==> config.mk <==
export PLATFORM = sky130hd
export DESIGN_NAME = pwm_chain
export DESIGN_NICKNAME = d
export VERILOG_FILES = /design/src/rtl/pwm_pkg.sv /design/src/rtl/compare_unit.sv /design/src/rtl/deadtime_generator.sv /design/src/rtl/enable_delay.sv /design/src/rtl/pin_control.sv /design/src/rtl/pwm_chain.sv /design/src/rtl/pwm_counter.sv /design/src/rtl/pwm_registers.sv
export SDC_FILE = /design/constraint.sdc
export NUM_CORES = 1
export LEC_CHECK = 0
export BUFFER_PORTS_ARGS = -buffer_cell sky130_fd_sc_hd__buf_2
export CORE_MARGIN = 2
export CORE_UTILIZATION = 45
export DETAILED_ROUTE_END_ITERATION = 10
export GPL_ROUTABILITY_DRIVEN = 0
export HOLD_SLACK_MARGIN = 0.06
export PLACE_DENSITY_LB_ADDON = 0.08
export SLEW_MARGIN = 20
export SYNTH_ARGS = -nofsm -noshare
export SYNTH_HDL_FRONTEND = slang
export SYNTH_SLANG_ARGS = --single-unit
export TNS_END_PERCENT = 5
==> constraint.sdc <==
create_clock -name clock -period 3.47 [get_ports clock]
set_input_delay 0.694 -clock clock [delete_from_list [all_inputs] [get_ports clock]]
set_output_delay 0.694 -clock clock [all_outputs]
set_load 0.01 [all_outputs]
==> src/rtl/pwm_pkg.sv <==
// Widths, register map and counter mode codes shared by every block of the PWM generator
package pwm_pkg;

    // Block dimensions
    localparam int n_channels     = 3;
    localparam int counter_width  = 16;
    localparam int deadtime_width = 8;
    localparam int shift_width    = 8;
    localparam int address_width  = 5;
    localparam int data_width     = 16;

    typedef logic [address_width-1:0] addr_t;
    typedef logic [data_width-1:0]    data_t;

    // Register word addresses
    localparam addr_t addr_control        = 5'd0;
    localparam addr_t addr_shift          = 5'd1;
    localparam addr_t addr_mode           = 5'd2;
    localparam addr_t addr_start          = 5'd3;
    localparam addr_t addr_stop           = 5'd4;
    localparam addr_t addr_threshold_base = 5'd5;
    localparam addr_t addr_enable_base    = 5'd11;
    localparam addr_t addr_deadtime_base  = 5'd14;

    // The dead-time registers carry their enable in the top data bit
    localparam int deadtime_enable_bit = 15;

    // Counter mode codes
    localparam logic [1:0] mode_up     = 2'd0;
    localparam logic [1:0] mode_down   = 2'd1;
    localparam logic [1:0] mode_updown = 2'd2;

endpackage

==> src/rtl/compare_unit.sv <==
// Compare stage; shadowed thresholds turn counter values into registered match bits
`timescale 1ns/1ps

module compare_unit (
    input  logic                              clock,
    input  logic                              reset,
    input  logic                              counter_stopped,
    input  logic [pwm_pkg::counter_width-1:0] count,
    input  logic                              reload,
    input  logic [pwm_pkg::counter_width-1:0] threshold_set [pwm_pkg::n_channels],
    input  logic [pwm_pkg::counter_width-1:0] threshold_clear [pwm_pkg::n_channels],
    output logic [pwm_pkg::n_channels-1:0]    match_set,
    output logic [pwm_pkg::n_channels-1:0]    match_clear
);

    logic [pwm_pkg::counter_width-1:0] shadow_set [pwm_pkg::n_channels];
    logic [pwm_pkg::counter_width-1:0] shadow_clear [pwm_pkg::n_channels];

    // Software writes reach the comparators only at a period boundary or while stopped
    always_ff @(posedge clock) begin
        if (reload || counter_stopped) begin
            for (int i = 0; i < pwm_pkg::n_channels; i++) begin
                shadow_set[i]   <= threshold_set[i];
                shadow_clear[i] <= threshold_clear[i];
            end
        end
    end

    always_ff @(posedge clock) begin
        if (!reset) begin
            match_set   <= '0;
            match_clear <= '0;
        end else begin
            for (int i = 0; i < pwm_pkg::n_channels; i++) begin
                match_set[i]   <= (count == shadow_set[i]);
                match_clear[i] <= (count == shadow_clear[i]);
            end
        end
    end

endmodule

==> src/rtl/deadtime_generator.sv <==
// Dead-time stage of one channel; holds back rising edges of both outputs by the dead time
`timescale 1ns/1ps

module deadtime_generator (
    input  logic                               clock,
    input  logic                               reset,
    input  logic                               deadtime_enable,
    input  logic [pwm_pkg::deadtime_width-1:0] deadtime,
    input  logic                               pin_a,
    input  logic                               pin_b,
    output logic                               out_a,
    output logic                               out_b
);

    // Lane 0 carries the a side and lane 1 the b side
    logic [1:0]                        lane_in;
    logic [1:0]                        lane_out;
    logic [pwm_pkg::deadtime_width-1:0] steady_count [2];

    assign lane_in = {pin_b, pin_a};

    always_ff @(posedge clock) begin
        if (!reset) begin
            lane_out <= '0;
            for (int lane = 0; lane < 2; lane++)
                steady_count[lane] <= '0;
        end else begin
            for (int lane = 0; lane < 2; lane++) begin
                if (!deadtime_enable || !lane_in[lane]) begin
                    lane_out[lane]     <= lane_in[lane];
                    steady_count[lane] <= '0;
                end else if (!lane_out[lane]) begin
                    // Input has been high since the count started
                    if (steady_count[lane] == deadtime)
                        lane_out[lane] <= 1'b1;
                    else
                        steady_count[lane] <= steady_count[lane] + 1'b1;
                end
            end
        end
    end

    assign out_a = lane_out[0];
    assign out_b = lane_out[1];

endmodule

==> src/rtl/enable_delay.sv <==
// Start-delay stage; counter_enable follows the run request after a programmed number of cycles
`timescale 1ns/1ps

module enable_delay (
    input  logic                            clock,
    input  logic                            reset,
    input  logic                            request,
    input  logic [pwm_pkg::shift_width-1:0] shift,
    output logic                            counter_enable
);

    logic [pwm_pkg::shift_width-1:0] wait_count;

    always_ff @(posedge clock) begin
        if (!reset) begin
            counter_enable <= 1'b0;
            wait_count     <= '0;
        end else if (!request) begin
            // A dropped request cancels a pending start as well
            counter_enable <= 1'b0;
            wait_count     <= '0;
        end else if (!counter_enable && wait_count == '0) begin
            // Fresh request, a zero shift starts the counter right away
            if (shift == '0)
                counter_enable <= 1'b1;
            else
                wait_count <= shift;
        end else if (wait_count != '0) begin
            wait_count <= wait_count - 1'b1;
            if (wait_count == 1)
                counter_enable <= 1'b1;
        end
    end

endmodule

==> src/rtl/pin_control.sv <==
// Output stage of one channel; builds the complementary pin pair from the match bits
`timescale 1ns/1ps

module pin_control (
    input  logic       clock,
    input  logic       reset,
    input  logic       match_set,
    input  logic       match_clear,
    input  logic [1:0] output_enable,
    input  logic       counter_stopped,
    output logic       pin_a,
    output logic       pin_b
);

    logic pin_state;

    // A clear match wins over a set match on the same count
    always_ff @(posedge clock) begin
        if (!reset) begin
            pin_state <= 1'b0;
        end else if (match_clear) begin
            pin_state <= 1'b0;
        end else if (match_set) begin
            pin_state <= 1'b1;
        end
    end

    // Bit 0 of the enable gates pin_a and bit 1 gates pin_b
    assign pin_a = pin_state && output_enable[0] && !counter_stopped;
    assign pin_b = !pin_state && output_enable[1] && !counter_stopped;

endmodule

==> src/rtl/pwm_chain.sv <==
// Top level of the three-channel PWM generator; wires the stages and the counter status
`timescale 1ns/1ps

module pwm_chain (
    input  logic                           clock,
    input  logic                           reset,
    input  logic                           write_strobe,
    input  pwm_pkg::addr_t                 address,
    input  pwm_pkg::data_t                 write_data,
    input  logic                           read_strobe,
    output pwm_pkg::data_t                 read_data,
    input  logic                           timebase,
    input  logic                           sync,
    input  logic                           external_run,
    input  logic                           stop_request,
    output logic                           counter_status,
    output logic [pwm_pkg::n_channels-1:0] out_a,
    output logic [pwm_pkg::n_channels-1:0] out_b
);

    logic                               run;
    logic [pwm_pkg::shift_width-1:0]    shift;
    logic [1:0]                         mode;
    logic [pwm_pkg::counter_width-1:0]  start_value;
    logic [pwm_pkg::counter_width-1:0]  stop_value;
    logic [pwm_pkg::counter_width-1:0]  threshold_set [pwm_pkg::n_channels];
    logic [pwm_pkg::counter_width-1:0]  threshold_clear [pwm_pkg::n_channels];
    logic [1:0]                         output_enable [pwm_pkg::n_channels];
    logic [pwm_pkg::deadtime_width-1:0] deadtime [pwm_pkg::n_channels];
    logic [pwm_pkg::n_channels-1:0]     deadtime_enable;
    logic                               counter_enable;
    logic                               counter_stopped;
    logic [pwm_pkg::counter_width-1:0]  count;
    logic                               reload;
    logic [pwm_pkg::n_channels-1:0]     match_set;
    logic [pwm_pkg::n_channels-1:0]     match_clear;
    logic [pwm_pkg::n_channels-1:0]     pin_a;
    logic [pwm_pkg::n_channels-1:0]     pin_b;
    logic                               run_request;

    // Either run source starts the counter, a stop request overrides both
    assign run_request = (run || external_run) && !stop_request;

    always_ff @(posedge clock) begin
        if (!reset)
            counter_stopped <= 1'b1;
        else
            counter_stopped <= !counter_enable;
    end

    assign counter_status = !counter_stopped;

    pwm_registers i_registers (
        .clock(clock),
        .reset(reset),
        .write_strobe(write_strobe),
        .address(address),
        .write_data(write_data),
        .read_strobe(read_strobe),
        .counter_running(counter_status),
        .read_data(read_data),
        .run(run),
        .shift(shift),
        .mode(mode),
        .start_value(start_value),
        .stop_value(stop_value),
        .threshold_set(threshold_set),
        .threshold_clear(threshold_clear),
        .output_enable(output_enable),
        .deadtime(deadtime),
        .deadtime_enable(deadtime_enable)
    );

    enable_delay i_enable_delay (
        .clock(clock),
        .reset(reset),
        .request(run_request),
        .shift(shift),
        .counter_enable(counter_enable)
    );

    pwm_counter i_counter (
        .clock(clock),
        .reset(reset),
        .counter_enable(counter_enable),
        .timebase(timebase),
        .sync(sync),
        .mode(mode),
        .start_value(start_value),
        .stop_value(stop_value),
        .count(count),
        .reload(reload)
    );

    compare_unit i_compare (
        .clock(clock),
        .reset(reset),
        .counter_stopped(counter_stopped),
        .count(count),
        .reload(reload),
        .threshold_set(threshold_set),
        .threshold_clear(threshold_clear),
        .match_set(match_set),
        .match_clear(match_clear)
    );

    for (genvar i = 0; i < pwm_pkg::n_channels; i++) begin : channel
        pin_control i_pin_control (
            .clock(clock),
            .reset(reset),
            .match_set(match_set[i]),
            .match_clear(match_clear[i]),
            .output_enable(output_enable[i]),
            .counter_stopped(counter_stopped),
            .pin_a(pin_a[i]),
            .pin_b(pin_b[i])
        );

        deadtime_generator i_deadtime (
            .clock(clock),
            .reset(reset),
            .deadtime_enable(deadtime_enable[i]),
            .deadtime(deadtime[i]),
            .pin_a(pin_a[i]),
            .pin_b(pin_b[i]),
            .out_a(out_a[i]),
            .out_b(out_b[i])
        );
    end

endmodule

==> src/rtl/pwm_counter.sv <==
// Timebase-stepped PWM counter with up, down and up-down modes and a period-boundary reload
`timescale 1ns/1ps

module pwm_counter (
    input  logic                              clock,
    input  logic                              reset,
    input  logic                              counter_enable,
    input  logic                              timebase,
    input  logic                              sync,
    input  logic [1:0]                        mode,
    input  logic [pwm_pkg::counter_width-1:0] start_value,
    input  logic [pwm_pkg::counter_width-1:0] stop_value,
    output logic [pwm_pkg::counter_width-1:0] count,
    output logic                              reload
);

    logic [pwm_pkg::counter_width-1:0] next_count;
    logic                              count_up;
    logic                              next_up;

    // Next value of one timebase step for the selected mode
    always_comb begin
        next_count = count;
        next_up    = count_up;
        case (mode)
            pwm_pkg::mode_down: begin
                next_count = (count <= start_value) ? stop_value : count - 1'b1;
            end
            pwm_pkg::mode_updown: begin
                // The direction turns at both ends of the span
                if (count_up) begin
                    next_up    = (count < stop_value);
                    next_count = (count < stop_value) ? count + 1'b1 : count - 1'b1;
                end else begin
                    next_up    = (count <= start_value);
                    next_count = (count <= start_value) ? count + 1'b1 : count - 1'b1;
                end
            end
            default: begin
                next_count = (count >= stop_value) ? start_value : count + 1'b1;
            end
        endcase
    end

    always_ff @(posedge clock) begin
        if (!reset) begin
            count    <= '0;
            count_up <= 1'b1;
            reload   <= 1'b0;
        end else if (!counter_enable) begin
            count    <= start_value;
            count_up <= 1'b1;
            reload   <= 1'b0;
        end else if (sync) begin
            count    <= start_value;
            count_up <= 1'b1;
            reload   <= 1'b1;
        end else if (timebase) begin
            count    <= next_count;
            count_up <= next_up;
            reload   <= (next_count == start_value);
        end else begin
            reload   <= 1'b0;
        end
    end

endmodule

==> src/rtl/pwm_registers.sv <==
// Register file of the PWM block; decodes strobed bus writes and registers the read data
`timescale 1ns/1ps

module pwm_registers (
    input  logic                                 clock,
    input  logic                                 reset,
    input  logic                                 write_strobe,
    input  pwm_pkg::addr_t                       address,
    input  pwm_pkg::data_t                       write_data,
    input  logic                                 read_strobe,
    input  logic                                 counter_running,
    output pwm_pkg::data_t                       read_data,
    output logic                                 run,
    output logic [pwm_pkg::shift_width-1:0]      shift,
    output logic [1:0]                           mode,
    output logic [pwm_pkg::counter_width-1:0]    start_value,
    output logic [pwm_pkg::counter_width-1:0]    stop_value,
    output logic [pwm_pkg::counter_width-1:0]    threshold_set [pwm_pkg::n_channels],
    output logic [pwm_pkg::counter_width-1:0]    threshold_clear [pwm_pkg::n_channels],
    output logic [1:0]                           output_enable [pwm_pkg::n_channels],
    output logic [pwm_pkg::deadtime_width-1:0]   deadtime [pwm_pkg::n_channels],
    output logic [pwm_pkg::n_channels-1:0]       deadtime_enable
);

    pwm_pkg::data_t read_value;

    always_ff @(posedge clock) begin
        if (!reset) begin
            run             <= 1'b0;
            shift           <= '0;
            mode            <= pwm_pkg::mode_up;
            start_value     <= '0;
            stop_value      <= '0;
            deadtime_enable <= '0;
            for (int i = 0; i < pwm_pkg::n_channels; i++) begin
                threshold_set[i]   <= '0;
                threshold_clear[i] <= '0;
                output_enable[i]   <= '0;
                deadtime[i]        <= '0;
            end
        end else if (write_strobe) begin
            case (address)
                pwm_pkg::addr_control: run <= write_data[0];
                pwm_pkg::addr_shift:   shift <= write_data[pwm_pkg::shift_width-1:0];
                pwm_pkg::addr_mode:    mode <= write_data[1:0];
                pwm_pkg::addr_start:   start_value <= write_data;
                pwm_pkg::addr_stop:    stop_value <= write_data;
                default: ;
            endcase
            // Per-channel registers sit at strided offsets from their base addresses
            for (int i = 0; i < pwm_pkg::n_channels; i++) begin
                if (address == pwm_pkg::addr_threshold_base + pwm_pkg::addr_t'(2 * i))
                    threshold_set[i] <= write_data;
                if (address == pwm_pkg::addr_threshold_base + pwm_pkg::addr_t'(2 * i + 1))
                    threshold_clear[i] <= write_data;
                if (address == pwm_pkg::addr_enable_base + pwm_pkg::addr_t'(i))
                    output_enable[i] <= write_data[1:0];
                if (address == pwm_pkg::addr_deadtime_base + pwm_pkg::addr_t'(i)) begin
                    deadtime[i]        <= write_data[pwm_pkg::deadtime_width-1:0];
                    deadtime_enable[i] <= write_data[pwm_pkg::deadtime_enable_bit];
                end
            end
        end
    end

    // Read multiplexer, anything not decoded here reads as zero
    always_comb begin
        read_value = '0;
        case (address)
            pwm_pkg::addr_control: read_value = pwm_pkg::data_t'({counter_running, run});
            pwm_pkg::addr_shift:   read_value = pwm_pkg::data_t'(shift);
            pwm_pkg::addr_mode:    read_value = pwm_pkg::data_t'(mode);
            pwm_pkg::addr_start:   read_value = start_value;
            pwm_pkg::addr_stop:    read_value = stop_value;
            default: ;
        endcase
        for (int i = 0; i < pwm_pkg::n_channels; i++) begin
            if (address == pwm_pkg::addr_threshold_base + pwm_pkg::addr_t'(2 * i))
                read_value = threshold_set[i];
            if (address == pwm_pkg::addr_threshold_base + pwm_pkg::addr_t'(2 * i + 1))
                read_value = threshold_clear[i];
            if (address == pwm_pkg::addr_enable_base + pwm_pkg::addr_t'(i))
                read_value = pwm_pkg::data_t'(output_enable[i]);
            if (address == pwm_pkg::addr_deadtime_base + pwm_pkg::addr_t'(i)) begin
                read_value = pwm_pkg::data_t'(deadtime[i]);
                read_value[pwm_pkg::deadtime_enable_bit] = deadtime_enable[i];
            end
        end
    end

    // Read data holds its value between read strobes
    always_ff @(posedge clock) begin
        if (!reset) begin
            read_data <= '0;
        end else if (read_strobe) begin
            read_data <= read_value;
        end
    end

endmodule

* After elaboration in Yosys (flattened, before gate mapping) *
Memories as Yosys holds them, arrays and structs flattened.
Cells that the tools add are included.

word-level totals
  word-level logic and storage cells = 283
  memories kept = 5
  output and inout bits = 23
  bits in registers = 231
  bits in writable memories = 144

memories
  name                                words  width  rd ports  clocked after memory_dff  wr ports  RTL line                  RTL
  i_compare.shadow_clear              3      16     3         0                         3         compare_unit.sv:17        logic [pwm_pkg::counter_width-1:0] shadow_clear [pwm_pkg::n_channels];
  i_compare.shadow_set                3      16     3         0                         3         compare_unit.sv:16        logic [pwm_pkg::counter_width-1:0] shadow_set [pwm_pkg::n_channels];
  channel[0].i_deadtime.steady_count  2      8      2         0                         2         deadtime_generator.sv:18  logic [pwm_pkg::deadtime_width-1:0] steady_count [2];
  channel[1].i_deadtime.steady_count  2      8      2         0                         2         deadtime_generator.sv:18
  channel[2].i_deadtime.steady_count  2      8      2         0                         2         deadtime_generator.sv:18

cells by class
  muxes and demuxes = 113
  reductions and logical operators = 69
  add/sub/neg operators = 9
  $lt $le $gt $ge = 3
  bitwise gates (word level) = 14
  equal/unequal tests = 35

operator list
  cell                   number
  $mux 16                20
  $mux 8                 15
  $eq 16x16->1           7
  $pmux 16 s5            1
  $mux 1                 76
  $add 8x1->8 const B    6
  $eq 8x8->1             6
  $reduce_and 2->1       21
  $eq 5x4->1 const B     8
  $pmux 16 s2            1
  $eq 5x3->1 const B     4
  $add 16x1->16 const B  1
  $ge 16x16->1           1
  $le 16x16->1           1
  $logic_not 8->1        2
  $lt 16x16->1           1
  $sub 16x1->16 const B  1
  $logic_not 1->1        15
  $logic_and 1x1->1      14
  $or 1x1->1             12
  $eq 5x2->1 const B     2
  $eq 8x1->1 const B     1
  $logic_or 1x1->1       8
  $reduce_bool 8->1      1
  other kinds (13)       18

* Longest topological paths before layout *
  word-level depth = 14
  gate-level depth with buffers = 15
  gate-level depth less buffers = 12

* By module *
Synthesis repeated with hierarchy kept, for this count alone.

unflattened totals
  cells, all modules = 2361
  area total of the unflattened synthesis = 21247.9 um2

by module, submodules not included
  module              area an instance (um2)  cells an instance  sequential area each (um2)  instances
  pwm_registers       9232.6                  1191               3763.6                      1
  compare_unit        4230.3                  251                3002.9                      1
  pwm_counter         3837.4                  544                360.3                       1
  deadtime_generator  1047.3                  97                 520.5                       3
  enable_delay        606.8                   65                 180.2                       1
  pin_control         53.8                    5                  20.0                        3
  pwm_chain           37.5                    4                  20.0                        1

* Worst setup path before layout *
Ideal clock, no wire load.

  kind = flip-flop to flip-flop
  start point = reg i_registers.start_value[9] (netlist name)
  end point = reg i_counter.reload
  setup slack = 0.124 ns
  required time = 3.374 ns
  arrival time = 3.251 ns
  library setup time = 0.096 ns
  clock period less this slack = 3.346 ns
  cell stages (with the launch flop) = 14
  path buffers = 1
  cell sequence = dfxtp_1 -> clkbuf_1 -> inv_1 -> ha_1 -> nand4_1 -> or4_4 -> o32ai_4 -> and2_1 -> o221a_2 -> mux2i_1 -> a31oi_1 -> a2111oi_2 -> nand4_1 -> o41ai_2

between the ends
  word-level cells in the longest chain between the ends = 7

RTL lines
  element                 RTL line                              RTL
  from (decl)             pwm_registers.sv:16                   output logic [pwm_pkg::counter_width-1:0] start_value,
  from (signal assigned)  pwm_registers.sv:46                   pwm_pkg::addr_start: start_value <= write_data;
  $le 16x16->1            pwm_counter.sv:27, pwm_counter.sv:36
  $mux 16                 pwm_counter.sv:36                     next_count = (count <= start_value) ? count + 1'b1 : count - 1'b1;
  $mux 16                 pwm_counter.sv:31                     if (count_up) begin
  $pmux 16 s2             pwm_counter.sv:25                     case (mode)
  $eq 16x16->1 (*)        pwm_counter.sv:61                     reload <= (next_count == start_value);
  $mux 1 (*)              pwm_counter.sv:58                     end else if (timebase) begin
  $mux 1 (*)              pwm_counter.sv:54                     end else if (sync) begin
  to (signal assigned)    pwm_counter.sv:61
  to (decl)               pwm_counter.sv:14                     output logic reload

Every way passes the cells marked *; elsewhere a longest branch is shown, timed or not.
A chain may end at the register's enable or synchronous reset.

* Final worst setup path *
  start point = reg i_registers.start_value[7] (netlist name)
  end point = reg i_counter.reload

The elaborated chain is that of the path after synthesis.

==> results.md <==
- Status: completed
- Initial Util: 45.5%
- Nets: 2308
- Vias in the first global route: 15900
- Die area: 0.0441 mm^2
- Leak pwr: 0.00911 uW
- DRT Wirelength: 66.7 mm
- Synthesized area per cell: 8.85 um^2
- Post-synth top area share: 24.2%
- Top Usage Layer GRT: met2
- Max Slew Vio Count: 0
- Via density: 5.97
- Post-synth net total: 2229
- Slowest CP cell: or4_4
- CP Data Required Time: just under 4 ns
- Top post-synthesis cells by count: nand2_1 (406), a21oi_1 (257), dfxtp_1 (231), xor2_1 (180), edfxtp_1 (144)
- Worst R2R End: i_counter.reload
- Clock sinks: 375
- Worst reg-to-reg path cell count: 12
- Max stage delay on crit path: around 0.58 ns
- Clk buf depth: 3
- Global Route Usage Sum: 29.9%
- Critical path, cell by cell: inv_2 > ha_4 > nand4_4 > or4_4 > o32ai_4 > nand3b_4 > a32oi_4 > buf_6 > o221ai_2 > a31oi_1 > nand3_1 > o41ai_2
- Max_slew headroom: 26.6%
- Min-Delay Path Class: reg2reg
- Asr flop ratio synth: 0%
- CTS tree: built
- Synth Flop Type: dfxtp_1
- # H-tree levels: 2
- Clk Latency, worst-skew pair: 0.59 ns
- Minimum clock period after layout: 3.36 ns
- Iteration-0 DRC Markers: ~2300
- Maximum VDD drop: 0.000373 V
- Final setup fails: 0
- Area delta synth->final: 16.7%
- # IOs: 52
- DR WL/cell: 23.7 um
- Clk_skew: approximately 0.022 ns
- Routed Antenna Nets: 0
- Met2 global-route usage: between 40% and 50%
- Synth Cell Area: 0.0191 mm^2
- Fillers: between 3000 and 4000
- WP data arrival: 3.84 ns
- Residual DRC: 0
- Final hold violation count: 0
- Pre-CTS WS: 0.0108 ns
- Syn Inst Count: 2156
- Initial antenna violation count: 0
- Die Ht: 210 um
- Placed cell area: 0.0204 mm^2
- Post-synth EDFFs: 144
- Yosys reg bits: about 380
- Hold path cells: 1
- Slew @ Worst Pin: roughly 1.1 ns
- Critical Path Fanout Max: 6
- Grt met1 use: between 40% and 50%
- Fmax: 298 MHz
- Top delay family on crit path: compound AO/OA/AOI/OAI gates
- Root buffer cell: clkbuf_16
- CTS Buf Count: 43
- Routed vias: about 17000
- Largest cells by area after synthesis: dfxtp_1 (24%), edfxtp_1 (23%), xor2_1 (8.3%)
- Worst Hold Path EP: channel[2].i_pin_control.pin_state
- Most common cell in the synthesized netlist: nand2_1
- Hold Crit Start: i_compare.match_clear[2]
- Worst Setup Start Kind: flop
- Core Rows: 75
- Share of cells above drive strength 1: 14.0%
- Reg-to-reg slack, setup: 0.11 ns
- Post-synthesis sequential area ratio: 46.9%
- First-pass GRT wire length: about 99 mm
- Die Width: 210 um
- Max-Cap Viols: 0
- Yosys cell types: 73
- Pwr per Cell Area: around 470 mW/mm^2
- DR pass1 iterations: 9
- Synth warnings: 0
- Largest net degree at the start of global routing: 149
- Clk pin slew, worst setup/hold paths: 0.06 ns
- M3 GR Usage: 6.09%
- Post-DP HPWL: 47.6 mm
- Core area: between 0.04 and 0.05 mm^2
- Synth area leader: dfxtp_1
- Total grt overflow: 0
- I/O Buffers: 51
- Tcrit/Tclk final: 96.7%
- Final WS setup: 0.115 ns
- N_diodes: 0
- Crit path kind: reg2reg
- Reg-to-Reg Start: i_registers.start_value[7]
- Final Cell Area: roughly 0.022 mm^2
- Worst path bufs/invs: 2
- Crit path capture type: flop
## sequential cells by signal (all words and copies together) (netlist names), 6 cells and up
name	flops
i_registers.read_data	16
i_enable_delay.wait_count	8
channel.i_deadtime.steady_count	48
i_registers.stop_value	16
i_registers.start_value	16
i_counter.count	16
i_registers.output_enable	6
i_registers.threshold_clear	48
i_registers.deadtime	24
channel.i_deadtime.lane_out	6
i_registers.shift	8
i_registers.threshold_set	48
i_compare.shadow_clear	48
i_compare.shadow_set	48
## placed cells by master, fill, tap and decap left out, types with 23 or more instances in the layout
cell type / netlist / routed
and3_1: 33 / 32
xnor2_1: 38 / 38
nor3_1: 40 / 35
ha_1: 44 / 36
nor4_1: 37 / 36
dfxtp_1: 231 / 227
inv_1: 52 / 47
edfxtp_1: 144 / 144
clkbuf_16: 0 / 43
o21ai_0: 38 / 36
xor2_1: 180 / 180
buf_2: 5 / 51
a221oi_1: 23 / 23
a21oi_1: 257 / 257
nand3_1: 109 / 108
buf_4: 14 / 124
nand2_1: 406 / 405
nor2_1: 122 / 121
## report_power, final
part / internal (uW) / leakage [uW] / switching [uW]
registers: 4640 / 0.00361 / 59.7
logic: 295 / 0.00473 / 562
clock network: 3050 / 0.000757 / 1960
total: 7980 / 0.00911 / 2580
## worst max-delay path by stage
stage / from / end / slack [ns] / cells past startpoint
after detailed placement: i_registers.start_value[7] / i_counter.reload / 0.01 / 13
after global placement: i_registers.start_value[13] / i_counter.count[11] / 0.08 / 13
final: i_registers.start_value[7] / i_counter.reload / 0.11 / 12
after floorplan: i_registers.start_value[9] / i_counter.reload / 0.12 / 13
after CTS: i_registers.start_value[13] / i_counter.reload / 0.01 / 13
after global routing: i_registers.stop_value[15] / i_counter.reload / -0.02 / 14
## logic make-up after synthesis
group,Yosys count,synth area share [%]
fa+ha+maj,44,2.88
simple gates,832,19.7
buf+inv,206,4.36
compound gates,463,15.2
mux,18,0.964
xor+xnor,218,10.0
flops,375,46.9
## routing by layer
metal	vias up	wire length (um)
li1	7767	-
met5	-	0
met1	8037	27700
met4	0	2880
met2	783	30200
met3	178	5870
## layout make-up
cell class | count | area [um^2] | share of cell area (%)
clock inverters | 22 | 357 | 1.60
multi-input cells | 1575 | 9540 | 42.8
well taps | 539 | 674 | 3.03
clock buffers | 58 | 1200 | 5.40
flip-flops and latches | 375 | 8950 | 40.2
inverters | 55 | 211 | 0.949
repair buffers | 185 | 1340 | 6.03
## per-stage QoR
stage               power [uW]  instances  hold WS (ns)  utilization [%]  TNS, ns
floorplan                 5270       2156         0.373                -        0
global placement          5600       2725         0.378             48.7        0
detailed placement        5600       2725         0.382             48.7        0
CTS                      10600       2805         0.392             52.5        0
global route             10900       2809         0.403             53.1  -0.0245
finish                   10600       2809         0.387             53.1        0
## what timing repair did
| item | in CTS | in global routing |
|---|---|---|
| pin swaps | 0 | 21 |
| hold buffers | 0 | 0 |
| gates resized for setup | 1 | 50 |
| endpoints found under the setup margin | 1 | 5 |
| buffers inserted | 0 | 5 |
(Power assumes the default switching activity.)
